**src/source/cpu_pkg.sv**
```systemverilog
package cpu_pkg;

    // ==============================
    // Widths
    // ==============================
    localparam int DATA_W = 32;
    localparam int ADDR_W = 32;
    localparam int REG_AW = 5;

    // Instruction field positions
    localparam int OPCODE_HI = 31;
    localparam int OPCODE_LO = 26;
    localparam int RS_HI     = 25;
    localparam int RS_LO     = 21;
    localparam int RT_HI     = 20;
    localparam int RT_LO     = 16;
    localparam int RD_HI     = 15;
    localparam int RD_LO     = 11;
    localparam int FUNCT_HI  = 5;
    localparam int FUNCT_LO  = 0;
    localparam int IMM_HI    = 15;
    localparam int IMM_LO    = 0;
    localparam int TARGET_HI = 25;
    localparam int TARGET_LO = 0;

    // ==============================
    // Opcode and funct codes
    // ==============================
    localparam logic [5:0] OP_RTYPE = 6'h00;
    localparam logic [5:0] OP_ADDI  = 6'h08;
    localparam logic [5:0] OP_LW    = 6'h23;
    localparam logic [5:0] OP_SW    = 6'h2b;
    localparam logic [5:0] OP_BEQ   = 6'h04;
    localparam logic [5:0] OP_J     = 6'h02;

    localparam logic [5:0] FN_ADD = 6'h20;
    localparam logic [5:0] FN_SUB = 6'h22;
    localparam logic [5:0] FN_AND = 6'h24;
    localparam logic [5:0] FN_OR  = 6'h25;
    localparam logic [5:0] FN_SLT = 6'h2a;

    typedef enum logic [2:0] {
        ALU_ADD,
        ALU_SUB,
        ALU_AND,
        ALU_OR,
        ALU_SLT
    } alu_op_e;

endpackage

```
**src/source/decode_stage.sv**
```systemverilog
module decode_stage (
    input  logic                       clk,
    input  logic                       rst_n,
    input  logic                       if_id_valid,
    input  logic [cpu_pkg::DATA_W-1:0] if_id_inst,
    input  logic [cpu_pkg::ADDR_W-1:0] if_id_pc4,
    input  logic [cpu_pkg::DATA_W-1:0] rdata1,
    input  logic [cpu_pkg::DATA_W-1:0] rdata2,
    input  logic                       redirect,
    output logic [cpu_pkg::REG_AW-1:0] raddr1,
    output logic [cpu_pkg::REG_AW-1:0] raddr2,
    output logic                       stall,
    output logic                       id_ex_valid,
    output cpu_pkg::alu_op_e           id_ex_alu_op,
    output logic                       id_ex_alu_src,
    output logic                       id_ex_reg_write,
    output logic                       id_ex_mem_read,
    output logic                       id_ex_mem_write,
    output logic                       id_ex_branch,
    output logic                       id_ex_jump,
    output logic [cpu_pkg::REG_AW-1:0] id_ex_rs,
    output logic [cpu_pkg::REG_AW-1:0] id_ex_rt,
    output logic [cpu_pkg::REG_AW-1:0] id_ex_dest,
    output logic [cpu_pkg::DATA_W-1:0] id_ex_a,
    output logic [cpu_pkg::DATA_W-1:0] id_ex_b,
    output logic [cpu_pkg::DATA_W-1:0] id_ex_imm,
    output logic [cpu_pkg::ADDR_W-1:0] id_ex_pc4,
    output logic [cpu_pkg::ADDR_W-1:0] id_ex_jump_pc
);

    logic [5:0]                 opcode;
    logic [5:0]                 funct;
    logic [cpu_pkg::REG_AW-1:0] rs;
    logic [cpu_pkg::REG_AW-1:0] rt;
    logic [cpu_pkg::REG_AW-1:0] rd;
    logic [cpu_pkg::DATA_W-1:0] imm;
    cpu_pkg::alu_op_e           alu_op;
    logic alu_src, reg_write, mem_read, mem_write, branch, jump, uses_rt;

    assign opcode = if_id_inst[cpu_pkg::OPCODE_HI:cpu_pkg::OPCODE_LO];
    assign funct  = if_id_inst[cpu_pkg::FUNCT_HI:cpu_pkg::FUNCT_LO];
    assign rs     = if_id_inst[cpu_pkg::RS_HI:cpu_pkg::RS_LO];
    assign rt     = if_id_inst[cpu_pkg::RT_HI:cpu_pkg::RT_LO];
    assign rd     = if_id_inst[cpu_pkg::RD_HI:cpu_pkg::RD_LO];
    assign imm    = {{16{if_id_inst[cpu_pkg::IMM_HI]}},
                     if_id_inst[cpu_pkg::IMM_HI:cpu_pkg::IMM_LO]};
    assign raddr1 = rs;
    assign raddr2 = rt;

    // ==============================
    // Control decode
    // ==============================
    always_comb begin
        alu_op    = cpu_pkg::ALU_ADD;
        alu_src   = 1'b0;
        reg_write = 1'b0;
        mem_read  = 1'b0;
        mem_write = 1'b0;
        branch    = 1'b0;
        jump      = 1'b0;
        case (opcode)
            cpu_pkg::OP_RTYPE: begin
                reg_write = 1'b1;
                case (funct)
                    cpu_pkg::FN_ADD: alu_op = cpu_pkg::ALU_ADD;
                    cpu_pkg::FN_SUB: alu_op = cpu_pkg::ALU_SUB;
                    cpu_pkg::FN_AND: alu_op = cpu_pkg::ALU_AND;
                    cpu_pkg::FN_OR:  alu_op = cpu_pkg::ALU_OR;
                    cpu_pkg::FN_SLT: alu_op = cpu_pkg::ALU_SLT;
                    default:         reg_write = 1'b0;
                endcase
            end
            cpu_pkg::OP_ADDI: {alu_src, reg_write} = 2'b11;
            cpu_pkg::OP_LW:   {alu_src, reg_write, mem_read} = 3'b111;
            cpu_pkg::OP_SW:   {alu_src, mem_write} = 2'b11;
            cpu_pkg::OP_BEQ:  branch = 1'b1;
            cpu_pkg::OP_J:    jump = 1'b1;
            default:          ;
        endcase
    end

    assign uses_rt = (opcode == cpu_pkg::OP_RTYPE) || mem_write || branch;

    // Load-use hazard against the entry in ID/EX
    assign stall = if_id_valid && id_ex_valid && id_ex_mem_read && id_ex_dest != '0
                   && ((!jump && id_ex_dest == rs) || (uses_rt && id_ex_dest == rt));

    // ==============================
    // ID/EX register
    // ==============================
    always_ff @(posedge clk or negedge rst_n) begin
        if (!rst_n) begin
            id_ex_valid     <= 1'b0;
            id_ex_alu_op    <= cpu_pkg::ALU_ADD;
            id_ex_alu_src   <= 1'b0;
            id_ex_reg_write <= 1'b0;
            id_ex_mem_read  <= 1'b0;
            id_ex_mem_write <= 1'b0;
            id_ex_branch    <= 1'b0;
            id_ex_jump      <= 1'b0;
        end else begin
            id_ex_valid     <= if_id_valid && !stall && !redirect;
            id_ex_alu_op    <= alu_op;
            id_ex_alu_src   <= alu_src;
            id_ex_reg_write <= reg_write;
            id_ex_mem_read  <= mem_read;
            id_ex_mem_write <= mem_write;
            id_ex_branch    <= branch;
            id_ex_jump      <= jump;
        end
    end

    always_ff @(posedge clk) begin
        id_ex_rs      <= rs;
        id_ex_rt      <= rt;
        id_ex_dest    <= (opcode == cpu_pkg::OP_RTYPE) ? rd : rt;
        id_ex_a       <= rdata1;
        id_ex_b       <= rdata2;
        id_ex_imm     <= imm;
        id_ex_pc4     <= if_id_pc4;
        id_ex_jump_pc <= {if_id_pc4[31:28], if_id_inst[cpu_pkg::TARGET_HI:cpu_pkg::TARGET_LO],
                          2'b00};
    end

    // A load in ID/EX never redirects the fetch
    a_stall_no_redirect: assert property (@(posedge clk) disable iff (!rst_n)
        stall |-> !redirect)
        else $error("stall and redirect in the same cycle");

endmodule

```
**config.mk**
```make
export PLATFORM = sky130hd
export DESIGN_NAME = decode_stage
export DESIGN_NICKNAME = d
export VERILOG_FILES = /design/src/source/cpu_pkg.sv /design/src/source/decode_stage.sv
export SDC_FILE = /design/constraint.sdc
export NUM_CORES = 1
export LEC_CHECK = 0
export BUFFER_PORTS_ARGS = -buffer_cell sky130_fd_sc_hd__buf_2
export CAP_MARGIN = 40
export CORE_AREA = 2 2 126 128
export CTS_BUF_LIST = sky130_fd_sc_hd__clkbuf_4
export CTS_CLUSTER_SIZE = 40
export DETAILED_ROUTE_END_ITERATION = 6
export DIE_AREA = 0 0 128 130
export PLACE_DENSITY = 0.59
export SETUP_SLACK_MARGIN = 0.4
export SYNTH_ARGS = -nofsm -noshare
export SYNTH_HDL_FRONTEND = slang
export SYNTH_SLANG_ARGS = --single-unit
```
**constraint.sdc**
```tcl
create_clock -name clk -period 3.5 [get_ports clk]
set_input_delay 0.175 -clock clk [delete_from_list [all_inputs] [get_ports clk]]
set_output_delay 0.175 -clock clk [all_outputs]
set_load 0.01 [all_outputs]
```
==> results of run 1 <==
==> worst paths after layout <==
kind	start	endpoint	slack [ns]
min in group asynchronous	rst_n	id_ex_valid$_DFF_PN0_	0.68
max reg2reg	id_ex_dest[1]$_DFF_P_	id_ex_valid$_DFF_PN0_	1.34
min	if_id_pc4[21]	id_ex_pc4[21]$_DFF_P_	0.28
min reg2reg	id_ex_mem_read$_DFF_PN0_	id_ex_valid$_DFF_PN0_	1.32
max	if_id_inst[28]	stall	0.71
max in group asynchronous	rst_n	id_ex_alu_op[0]$_DFF_PN0_	2.49
==> critical path, delay by kind of cell <==
family | cells | cell delay, ns
compound gates | 1 | 0.21
simple gates | 3 | 0.79
buf+inv | 4 | 1.45
==> power by group through the flow <==
stage	Combinational, mW	Sequential [mW]	Clock (mW)
after floorplan	0.0902	1.75	0
final	0.414	1.67	0.919
after global routing	0.444	1.68	1.04
after global placement	0.292	1.70	0
after detailed placement	0.296	1.70	0
after CTS	0.412	1.67	0.964
==> flip-flops by register name, indices dropped and copies added, names as in the netlist, 3 cells and up <==
name           flops
id_ex_dest         5
id_ex_pc4         31
id_ex_b           32
id_ex_alu_op       3
id_ex_a           32
id_ex_imm         15
id_ex_rs           4
id_ex_rt           4
id_ex_jump_pc      4
==> layout make-up <==
type,count,area (sq um)
fill,1438,8730
timing repair buffer,462,3000
sequential,137,2790
multi-input combinational,53,408
tap,192,240
clock buffer,18,135
clock inverter,14,111
inverter,2,7.51
antenna,1,2.50
==> kinds of logic (layout without fill, tap and decap cells) <==
group | count (synthesis) | count (layout)
XOR/XNOR | 10 | 10
AND/OR/NAND/NOR | 26 | 26
buffers and inverters | 60 | 496
AO/OA/AOI/OAI | 9 | 9
multiplexers | 6 | 6
other | 1 | 3
flip-flops | 137 | 137
==> routing by layer <==
layer | part of all wire [%] | up-vias | routed length (um) | global-route usage [%]
li1 | - | 1600 | - | -
met1 | 36 | 1578 | 4300 | 13.2
met2 | 55 | 176 | 6570 | 26.2
met3 | 7.7 | 16 | 931 | 5.45
met4 | 1.7 | 0 | 209 | 6.53
met5 | 0 | - | 0 | 0
==> layout by cell type, fill, tap and decap left out, drive strengths merged, types with 2 or more instances in the layout <==
| cell | instances |
|---|---|
| nor4 | 2 |
| nor2 | 7 |
| clkinv | 6 |
| nor4b | 2 |
| and4b | 2 |
| mux2 | 5 |
| xnor2 | 3 |
| buf | 325 |
| dlygate4sd3 | 137 |
| dfxtp | 127 |
| conb | 2 |
| nand3 | 4 |
| xor2 | 7 |
| clkbuf | 18 |
| dfrtp | 10 |
| o21ai | 3 |
| inv | 9 |
| or4 | 3 |
==> what timing repair did <==
item                                    in CTS  in global routing
endpoints found under the setup margin       0                  0
hold buffers                               137                  0
endpoints found under the hold margin      147                  0
==> through the flow <==
stage,std cells,area [sq um],utilization [%],worst slack [ns]
floorplan,250,3640,-,1.94
global placement,709,5070,32.9,1.75
detailed placement,709,5070,32.9,1.74
CTS,878,6690,43.4,0.738
global route,879,6700,43.4,0.566
finish,879,6700,43.4,0.711
==> key figures, run 1 <==
Worst setup path
  – CP Capture Type: primary output
  – Crit Path Max Fanout: 7
  – CP Class: input port to primary output
  – CP Launch Type: input port
  – Critical path arrival: 2.61 ns
  – Critical path's largest stage delay: 0.56 ns
  – Reg2Reg Depth: 5
  – Worst path slowest cell: dlygate4sd3_1
  – Data required, critical path: 3.32 ns
  – Critical path, cell by cell: dlygate4sd3_1, buf_2, nor2_2, dlygate4sd3_1, and4b_4, or4_4, o21ai_0, buf_2

Timing
  – Pins Over Slew Limit: 0
  – Sum of negative setup slack: 0 ns
  – Final hold vios: 0
  – Unrepaired setup endpoints after global routing: no
  – Worst Skew: 0.00279 ns
  – Setup Viol. Count Final: 0
  – Period utilization: 79.7%
  – Max frequency: 0.359 GHz
  – Hold slack final: 0.275 ns
  – Tmin final: 2.79 ns

Routing
  – Drt initial violations: 54
  – Drt wl/cell: 13.7 um
  – DRT Pass-1 Iters: 4
  – Routed vias: 3370
  – Vias/cell: 3.83
  – Post-route ant nets: 0
  – DRC: 0
  – Drt total wl: 12.0 mm

Floorplanning
  – Row cnt: 46
  – Io pins: 328
  – DIE AREA: 16600 sq um
  – Starting Density: 23.6%
  – Height of the die: 130 um
  – Die X: 128 um
  – CORE AREA: 15400 sq um

Place
  – Placer congestion estimate: 0.859
  – Port buffer count: 325
  – DP HPWL: 8.18 mm

CTS
  – Post-cts sizing count: 0
  – Clock latency on the worst-skew pair: 0.51 ns
  – Cts bufs inserted: 17
  – H-tree depth: 4
  – CTS tree: done
  – Post-CTS setup buffer count: 0
  – Clock sink count: 137
  – CTS max path bufs: 2
  – Clock-pin slew on the worst setup and hold paths: 0.14 ns
  – Clk Tree Root Cell: clkbuf_4

Pwr
  – Worst vdd ir: 266 uV
  – Sequential share of power: 55.6%
  – Switching Share: 27.3%
  – Sw Pwr: 819 uW
  – Cell Pwr Density: 448 nW/um^2
  – Internal power: 2.18 mW
  – Final Total Pwr: 3.00 mW
  – Gate power share: 13.8%
  – P_leak: 3.36 nW
  – Clock share of power: 30.6%

Logic synthesis
  – Main flop type after synthesis: dfxtp_1
  – Number of synthesized flops with an enable pin: 0
  – Ranking of synthesized cells by instance count: dfxtp_1 (127), buf_4 (58), dfrtp_1 (10)
  – Largest family of logic cells by synthesized area: buffers and inverters
  – Post-Synth Adder-Cell Area: 0%
  – #FFs+latches synth: 137
  – Gate Count Post-Synth: 249
  – Synth area leader: dfxtp_1
  – Top post-synthesis cells by area: dfxtp_1 (70%), buf_4 (12%), dfrtp_1 (6.9%), xor2_1 (1.7%), mux2_2 (1.5%)
  – Sequential share of the synthesized area: 76.7%
  – Ys async rst share: 7.30%
  – Count leader, synth: dfxtp_1
  – Post-Syn Area: 3640 sq um
  – Post-Synth XOR/XNOR Area: 2.41%
  – Synth warn: 0
  – Simple-gate portion of the synthesized area: 5.02%
  – Compound-Gate Fraction of Synth Area: 1.75%
  – Synth top area share: 69.9%
  – Average cell area after synthesis: 14.6 sq um
  – Multiplexer share of the synthesized area: 1.82%
  – Synth unique cells: 32

Global routing
  – First-pass GRT wire length: 17.3 mm
  – Vias in the first global route: 3499
  – Overall Global Routing Usage: 13.9%
  – Initial antenna violation count: 1
  – Gr ovfl total: 0
  – Largest net degree at the start of global routing: 19

Job
  – Max-cap violations: 0

Cells and area
  – Nets: 805
  – Layout area overhead: 83.9%
  – Layout cells sized above 1: 53.8%

Min path
  – Worst min-delay path class: input port to flip-flop
  – Hold-critical path depth: 2

Outcome
  – Status: complete, no violations
Power figures use the tool's default switching activity.
==> inputs of run 2 (changes only) <==
- CORE_AREA: 2 2 126 128 -> 2 2 127 129
- DIE_AREA: 0 0 128 130 -> 0 0 129 131
- clock period: 3.5 -> 2.8 ns (I/O delays scaled with it)
==> run 2 against run 1 <==
First-iteration DRC count grew 43%. Core utilization is 0.071 points lower. Critical path type is now flip-flop to primary output. Clock-buffer cell count down 1. Critical path depth decreased by 3.
==> key figures, run 2 (same netlist as run 1, synthesis figures left out) <==
Floorplanning
  – Height of the die: 131 um (was 130 um)
  – Starting Density: 23.3% (was 23.6%)
  – Row cnt: 46 (unchanged)
  – Io pins: 328 (unchanged)
  – CORE AREA: 15600 sq um (was 15400 sq um)
  – DIE AREA: 16900 sq um (was 16600 sq um)
  – Die X: 129 um (was 128 um)

Global routing
  – Gr ovfl total: 0 (unchanged)
  – Vias in the first global route: 3559 (was 3499)
  – First-pass GRT wire length: 17.3 mm (about the same)
  – Initial antenna violation count: 1 (unchanged)
  – Overall Global Routing Usage: 13.8% (was 13.9%)
  – Largest net degree at the start of global routing: 19 (unchanged)

Timing
  – Pins Over Slew Limit: 0 (unchanged)
  – Final hold vios: 0 (unchanged)
  – Worst Skew: 0.000438 ns (was 0.00279 ns)
  – Unrepaired setup endpoints after global routing: no (unchanged)
  – Period utilization: 79.1%
  – Tmin final: 2.22 ns
  – Sum of negative setup slack: 0 ns (unchanged)
  – Setup Viol. Count Final: 0 (unchanged)
  – Max frequency: 0.451 GHz

CTS
  – Clock sink count: 137 (unchanged)
  – H-tree depth: 4 (unchanged)
  – CTS tree: done (unchanged)
  – Clk Tree Root Cell: clkbuf_4 (unchanged)
  – Cts bufs inserted: 17 (unchanged)
  – Clock latency on the worst-skew pair: 0.51 ns (about the same)
  – Clock-pin slew on the worst setup and hold paths: 0.13 ns (was 0.14 ns)
  – CTS max path bufs: 2 (unchanged)

Worst setup path
  – Crit Path Max Fanout: 4 (was 7)
  – CP Class: flip-flop to primary output (was input port to primary output)
  – Reg2Reg Depth: 6 (was 5)
  – CP Capture Type: primary output (unchanged)
  – CP Launch Type: flip-flop (was input port)
  – Critical path arrival: 2.08 ns (was 2.61 ns)
  – Data required, critical path: 2.66 ns (was 3.32 ns)

Routing
  – Vias/cell: 3.72 (was 3.83)
  – DRC: 0 (unchanged)
  – DRT Pass-1 Iters: 4 (unchanged)
  – Post-route ant nets: 0 (unchanged)
  – Routed vias: 3356 (was 3370)
  – Drt wl/cell: 13.7 um (about the same)
  – Drt initial violations: 77 (was 54)
  – Drt total wl: 12.3 mm (was 12.0 mm)

Cells and area
  – Layout cells sized above 1: 54.5% (was 53.8%)
  – Fin area: 6760 sq um (was 6700 sq um)
  – Final core utilization: 43.3% (was 43.4%)
  – Non-filler cells, final: 901 (was 879)
  – Largest regs: id_ex_a (32), id_ex_b (32), id_ex_pc4 (31) (unchanged)
  – Layout area overhead: 85.7% (was 83.9%)
  – Nets: 803 (was 805)
  – Commonest non-fill, non-tap cell in the layout: buf_2 (unchanged)
  – Most frequent cells in the layout: buf_2 (325), dlygate4sd3_1 (134), dfxtp_1 (125), clkbuf_4 (17), dfrtp_1 (10) (was buf_2 (325), dlygate4sd3_1 (137), dfxtp_1 (127), clkbuf_4 (18), dfrtp_1 (10))

Pwr
  – Cell Pwr Density: 579 nW/um^2 (was 448 nW/um^2)
  – Worst vdd ir: 460 uV (was 266 uV)
  – P_leak: 3.36 nW (about the same)

Place
  – Dpl cells: 733 (was 709)
  – Placer congestion estimate: 0.825 (was 0.859)
  – Port buffer count: 325 (unchanged)
  – DP HPWL: 8.14 mm (was 8.18 mm)
  – Placed Area: 5100 sq um (was 5070 sq um)

Job
  – Max-cap violations: 0 (unchanged)

Min path
  – Worst min-delay path class: input port to flip-flop (unchanged)
  – Hold-critical path depth: 2 (unchanged)

Outcome
  – Status: complete, no violations (unchanged)
run 2: cell types whose count changed in the layout (fill, tap and decap cells not counted), moves of 2 or more:
cell	before	now
dlygate4sd3_1	137	134
bufinv_16	0	2
clkinv_2	2	0
clkinvlp_4	1	3
dfxtp_1	127	125
dfxtp_2	0	2
run 2: final timing paths:
kind | startpoint | endpoint | slack, ns
worst max-delay path | id_ex_dest[1]$_DFF_P_ | stall | 0.58
worst min-delay path | if_id_pc4[22] | id_ex_pc4[22]$_DFF_P_ | 0.25
worst max register to register | id_ex_dest[1]$_DFF_P_ | id_ex_valid$_DFF_PN0_ | 0.61
worst min register to register | id_ex_mem_read$_DFF_PN0_ | id_ex_valid$_DFF_PN0_ | 1.25
max in group asynchronous | rst_n | id_ex_alu_op[0]$_DFF_PN0_ | 1.85
min in group asynchronous | rst_n | id_ex_mem_read$_DFF_PN0_ | 0.63
run 2: layout make-up:
type	count	area (sq um)
Tap cell	216	270
Inverter	2	7.51
Timing Repair Buffer	460	2980
Multi-Input combinational cell	53	418
Fill cell	1409	8840
Antenna cell	1	2.50
Clock inverter	15	163
Sequential cell	137	2800
Clock buffer	17	128
run 2: timing repair:
action | CTS | global route
setup buffers | 0 | 1
setup endpoints to repair | 0 | 1
hold buffers | 134 | 0
gates resized for setup | 0 | 4
hold endpoints to repair | 147 | 0
run 2: metrics by stage:
step / power, mW / hold WS, ns / setup slack (ns)
6_report: 3.91 / 0.245 / 0.584
5_1_grt: 4.11 / 0.159 / 0.435
4_1_cts: 3.97 / 0.163 / 0.431
3_5_place_dp: 2.50 / 0.0130 / 1.07
3_3_place_gp: 2.49 / 0.0148 / 1.13
2_1_floorplan: 2.30 / -0.156 / 1.27
run 2: routing by layer:
| metal | routed length, um | GRT usage, % | vias to the layer above |
|---|---|---|---|
| li1 | - | - | 1602 |
| met1 | 4250 | 12.6 | 1532 |
| met2 | 6780 | 25.8 | 200 |
| met3 | 1050 | 6.31 | 22 |
| met4 | 244 | 7.23 | 0 |
| met5 | 0 | 0 | - |
run 2: power breakdown:
part / internal, mW / leakage (nW) / switching (mW)
clock: 0.546 / 0.147 / 0.763
sequential: 2.05 / 1.21 / 0.0376
combinational: 0.296 / 2.00 / 0.220
total: 2.89 / 3.36 / 1.02
run 2: worst max-delay path, cell delays in order (launching register included):
cell and delay (ns):
dfxtp_2 0.37, or4_4 0.54, o2111ai_2 0.24, nand4b_1 0.16, o21ai_0 0.10, buf_2 0.15
==> inputs of run 3 (changes only) <==
- ABC_AREA: default -> 1
- CORE_AREA: 2 2 127 129 -> 2 2 128 130
- DIE_AREA: 0 0 129 131 -> 0 0 130 132
- clock period: 2.8 -> 2.1 ns (I/O delays scaled with it)
==> run 3 against run 2 <==
First-iteration DRC count shrank 1.3%. Sequential share of layout area shrank 1.0 points. Via count grew 3.4%. Hold slack lost 0.037 ns. Total power grew 39%. Wire length grew 0.54%. Clock-buffer cell count grew 2. Critical path type is now input port to primary output. Largest cell class unchanged. Largest power group unchanged. Highest routed layer is now met5.
==> key figures, run 3 <==
Outcome
  – Status: complete, no violations (unchanged)

Pwr
  – Final Total Pwr: 5.46 mW (was 3.91 mW)
  – Cell Pwr Density: 785 nW/um^2 (was 579 nW/um^2)
  – Sw Pwr: 1.34 mW (was 1.02 mW)
  – P_leak: 3.61 nW (was 3.36 nW)
  – Switching Share: 24.5% (was 26.1%)
  – Internal power: 4.12 mW (was 2.89 mW)
  – Sequential share of power: 50.9% (was 53.4%)
  – Clock share of power: 36.2% (was 33.4%)
  – Gate power share: 12.8% (was 13.2%)
  – Worst vdd ir: 494 uV (was 460 uV)

CTS
  – H-tree depth: 4 (unchanged)
  – Clock sink count: 137 (unchanged)
  – CTS max path bufs: 2 (unchanged)
  – Clk Tree Root Cell: clkbuf_4 (unchanged)
  – CTS tree: done (unchanged)
  – Clock-pin slew on the worst setup and hold paths: 0.12 ns (was 0.13 ns)
  – Clock latency on the worst-skew pair: 0.50 ns (was 0.51 ns)
  – Cts bufs inserted: 17 (unchanged)

Logic synthesis
  – Ranking of synthesized cells by instance count: dfxtp_1 (127), buf_4 (58), nand2_1 (33) (was dfxtp_1 (127), buf_4 (58), dfrtp_1 (10))
  – Sequential share of the synthesized area: 74.6% (was 76.7%)
  – Average cell area after synthesis: 12.8 sq um (was 14.6 sq um)
  – Synth area leader: dfxtp_1 (unchanged)
  – Number of synthesized flops with an enable pin: 0 (unchanged)
  – Top post-synthesis cells by area: dfxtp_1 (68%), buf_4 (12%), dfrtp_1 (6.7%), nand2_1 (3.3%), inv_1 (1.8%) (was dfxtp_1 (70%), buf_4 (12%), dfrtp_1 (6.9%), xor2_1 (1.7%), mux2_2 (1.5%))
  – Count leader, synth: dfxtp_1 (unchanged)
  – Ys async rst share: 7.30% (unchanged)
  – Main flop type after synthesis: dfxtp_1 (unchanged)
  – Gate Count Post-Synth: 292 (was 249)
  – #FFs+latches synth: 137 (unchanged)
  – Synth top area share: 67.9% (was 69.9%)
  – Synth warn: 0 (unchanged)
  – Post-Syn Area: 3740 sq um (was 3640 sq um)
  – Synth unique cells: 26 (was 32)

Global routing
  – Vias in the first global route: 3623 (was 3559)
  – Gr ovfl total: 0 (unchanged)
  – Largest net degree at the start of global routing: 19 (unchanged)
  – Overall Global Routing Usage: 14.3% (was 13.8%)
  – Initial antenna violation count: 1 (unchanged)
  – First-pass GRT wire length: 18.3 mm (was 17.3 mm)

Floorplanning
  – Row cnt: 46 (unchanged)
  – Starting Density: 23.8% (was 23.3%)
  – DIE AREA: 17200 sq um (was 16900 sq um)
  – Io pins: 328 (unchanged)
  – CORE AREA: 15700 sq um (was 15600 sq um)
  – Die X: 130 um (was 129 um)
  – Height of the die: 132 um (was 131 um)

Worst setup path
  – CP Capture Type: primary output (unchanged)
  – Critical path arrival: 1.58 ns (was 2.08 ns)
  – CP Launch Type: input port (was flip-flop)
  – Data required, critical path: 2.00 ns (was 2.66 ns)
  – Crit Path Max Fanout: 4 (unchanged)
  – CP Class: input port to primary output (was flip-flop to primary output)

Cells and area
  – Layout cells sized above 1: 52.3% (was 54.5%)
  – Layout area overhead: 85.7% (about the same)
  – Non-filler cells, final: 948 (was 901)
  – Most frequent cells in the layout: buf_2 (325), dlygate4sd3_1 (136), dfxtp_1 (122), nand2_1 (33), clkbuf_4 (19) (was buf_2 (325), dlygate4sd3_1 (134), dfxtp_1 (125), clkbuf_4 (17), dfrtp_1 (10))
  – Antenna cell count: 0 (was 1)
  – Nets: 851 (was 803)
  – Largest regs: id_ex_a (32), id_ex_b (32), id_ex_pc4 (31) (unchanged)
  – Commonest non-fill, non-tap cell in the layout: buf_2 (unchanged)
  – Fin area: 6960 sq um (was 6760 sq um)
  – Final core utilization: 44.3% (was 43.3%)

Place
  – Dpl cells: 776 (was 733)
  – DP HPWL: 8.48 mm (was 8.14 mm)
  – Placed Area: 5210 sq um (was 5100 sq um)
  – Pre-CTS setup slack: 0.906 ns (was 1.07 ns)
  – Port buffer count: 325 (unchanged)
  – Placer congestion estimate: 0.760 (was 0.825)

Timing
  – Hold slack final: 0.208 ns (was 0.245 ns)
  – Worst Skew: 0.00401 ns (was 0.000438 ns)
  – Tmin final: 1.69 ns
  – Final hold vios: 0 (unchanged)
  – Setup Viol. Count Final: 0 (unchanged)
  – Sum of negative setup slack: 0 ns (unchanged)
  – Period utilization: 80.2%
  – Pins Over Slew Limit: 0 (unchanged)
  – Max frequency: 0.593 GHz
  – Final setup margin: 0.415 ns (was 0.584 ns)
  – Unrepaired setup endpoints after global routing: yes (was no)

Routing
  – DRT Pass-1 Iters: 4 (unchanged)
  – Vias/cell: 3.66 (was 3.72)
  – Post-route ant nets: 0 (unchanged)
  – Drt wl/cell: 13.1 um (was 13.7 um)
  – Drt total wl: 12.4 mm (was 12.3 mm)
  – DRC: 0 (unchanged)
  – Routed vias: 3470 (was 3356)
  – Drt initial violations: 76 (was 77)

Min path
  – Worst min-delay path class: input port to flip-flop (unchanged)

Job
  – Max-cap violations: 0 (unchanged)
-- run 3: changes by cell type in the layout (fill, tap and decap cells not counted), moves of 3 or more --
cell / delta
dfxtp_1: -3
nand4_1: +3
xor2_1: -3
inv_2: +4
clkinvlp_4: -3
o21ai_0: -3
mux2_2: -5
nor2_1: +3
inv_1: +15
nand2_1: +32
-- run 3: worst paths after layout --
check | start | to | slack [ns] | depth (start not counted)
worst max-delay path | if_id_inst[28] | stall | 0.41 | 8
worst min-delay path | if_id_pc4[19] | id_ex_pc4[19]$_DFF_P_ | 0.21 | 2
worst max register to register | id_ex_dest[3]$_DFF_P_ | id_ex_valid$_DFF_PN0_ | 0.98 | 6
worst min register to register | id_ex_valid$_DFF_PN0_ | id_ex_valid$_DFF_PN0_ | 0.66 | 3
max in group asynchronous | rst_n | id_ex_jump$_DFF_PN0_ | 1.14 | 3
min in group asynchronous | rst_n | id_ex_alu_op[2]$_DFF_PN0_ | 0.62 | 3
-- run 3: logic make-up (layout without fill, tap and decap cells) --
logic type	count (synthesis)	after routing	share of synthesized area, %
compound gates	6	6	1.37
other cells	1	2	0.100
xor+xnor	7	7	1.64
flops	137	137	74.6
simple gates	62	62	8.59
buf+inv	79	518	13.7
-- run 3: metal layers --
metal / share of wire (%) / track usage [%] / vias to the layer above
li1: - / - / 1695
met1: 37 / 14.3 / 1572
met2: 53 / 25.7 / 187
met3: 8.8 / 6.41 / 14
met4: 1.3 / 5.14 / 2
met5: 0.10 / 0 / -
-- run 3: final cells by class --
class,count,area (sq um)
well taps,216,270
repair buffers,465,3020
multi-input cells,77,447
clock buffers,19,143
flip-flops and latches,137,2800
clock inverters,13,190
inverters,21,78.8
fillers,1468,8760
-- run 3: repair_timing --
action | CTS | global route
setup endpoints to repair | 1 | 2
pin swaps | 6 | 3
cloned | 0 | 0
hold endpoints to repair | 147 | 0
resized for setup | 7 | 4
hold buffers | 137 | 0
buffers inserted | 3 | 0
-- run 3: worst max-delay path: stages --
cell and delay (ns):
buf_2 0.10, dlygate4sd3_1 0.62, nor2_1 0.13, nand3b_1 0.12, nand2_1 0.12, nand3_2 0.10
a21oi_2 0.14, buf_2 0.14
-- run 3: power groups by stage --
stage                     registers [mW]  logic, mW  clock network [mW]
after global routing                2.80      0.759                2.16
after floorplan                     2.91      0.164                   0
after global placement              2.83      0.499                   0
after CTS                           2.78      0.700                2.07
final                               2.78      0.701                1.98
after detailed placement            2.84      0.498                   0
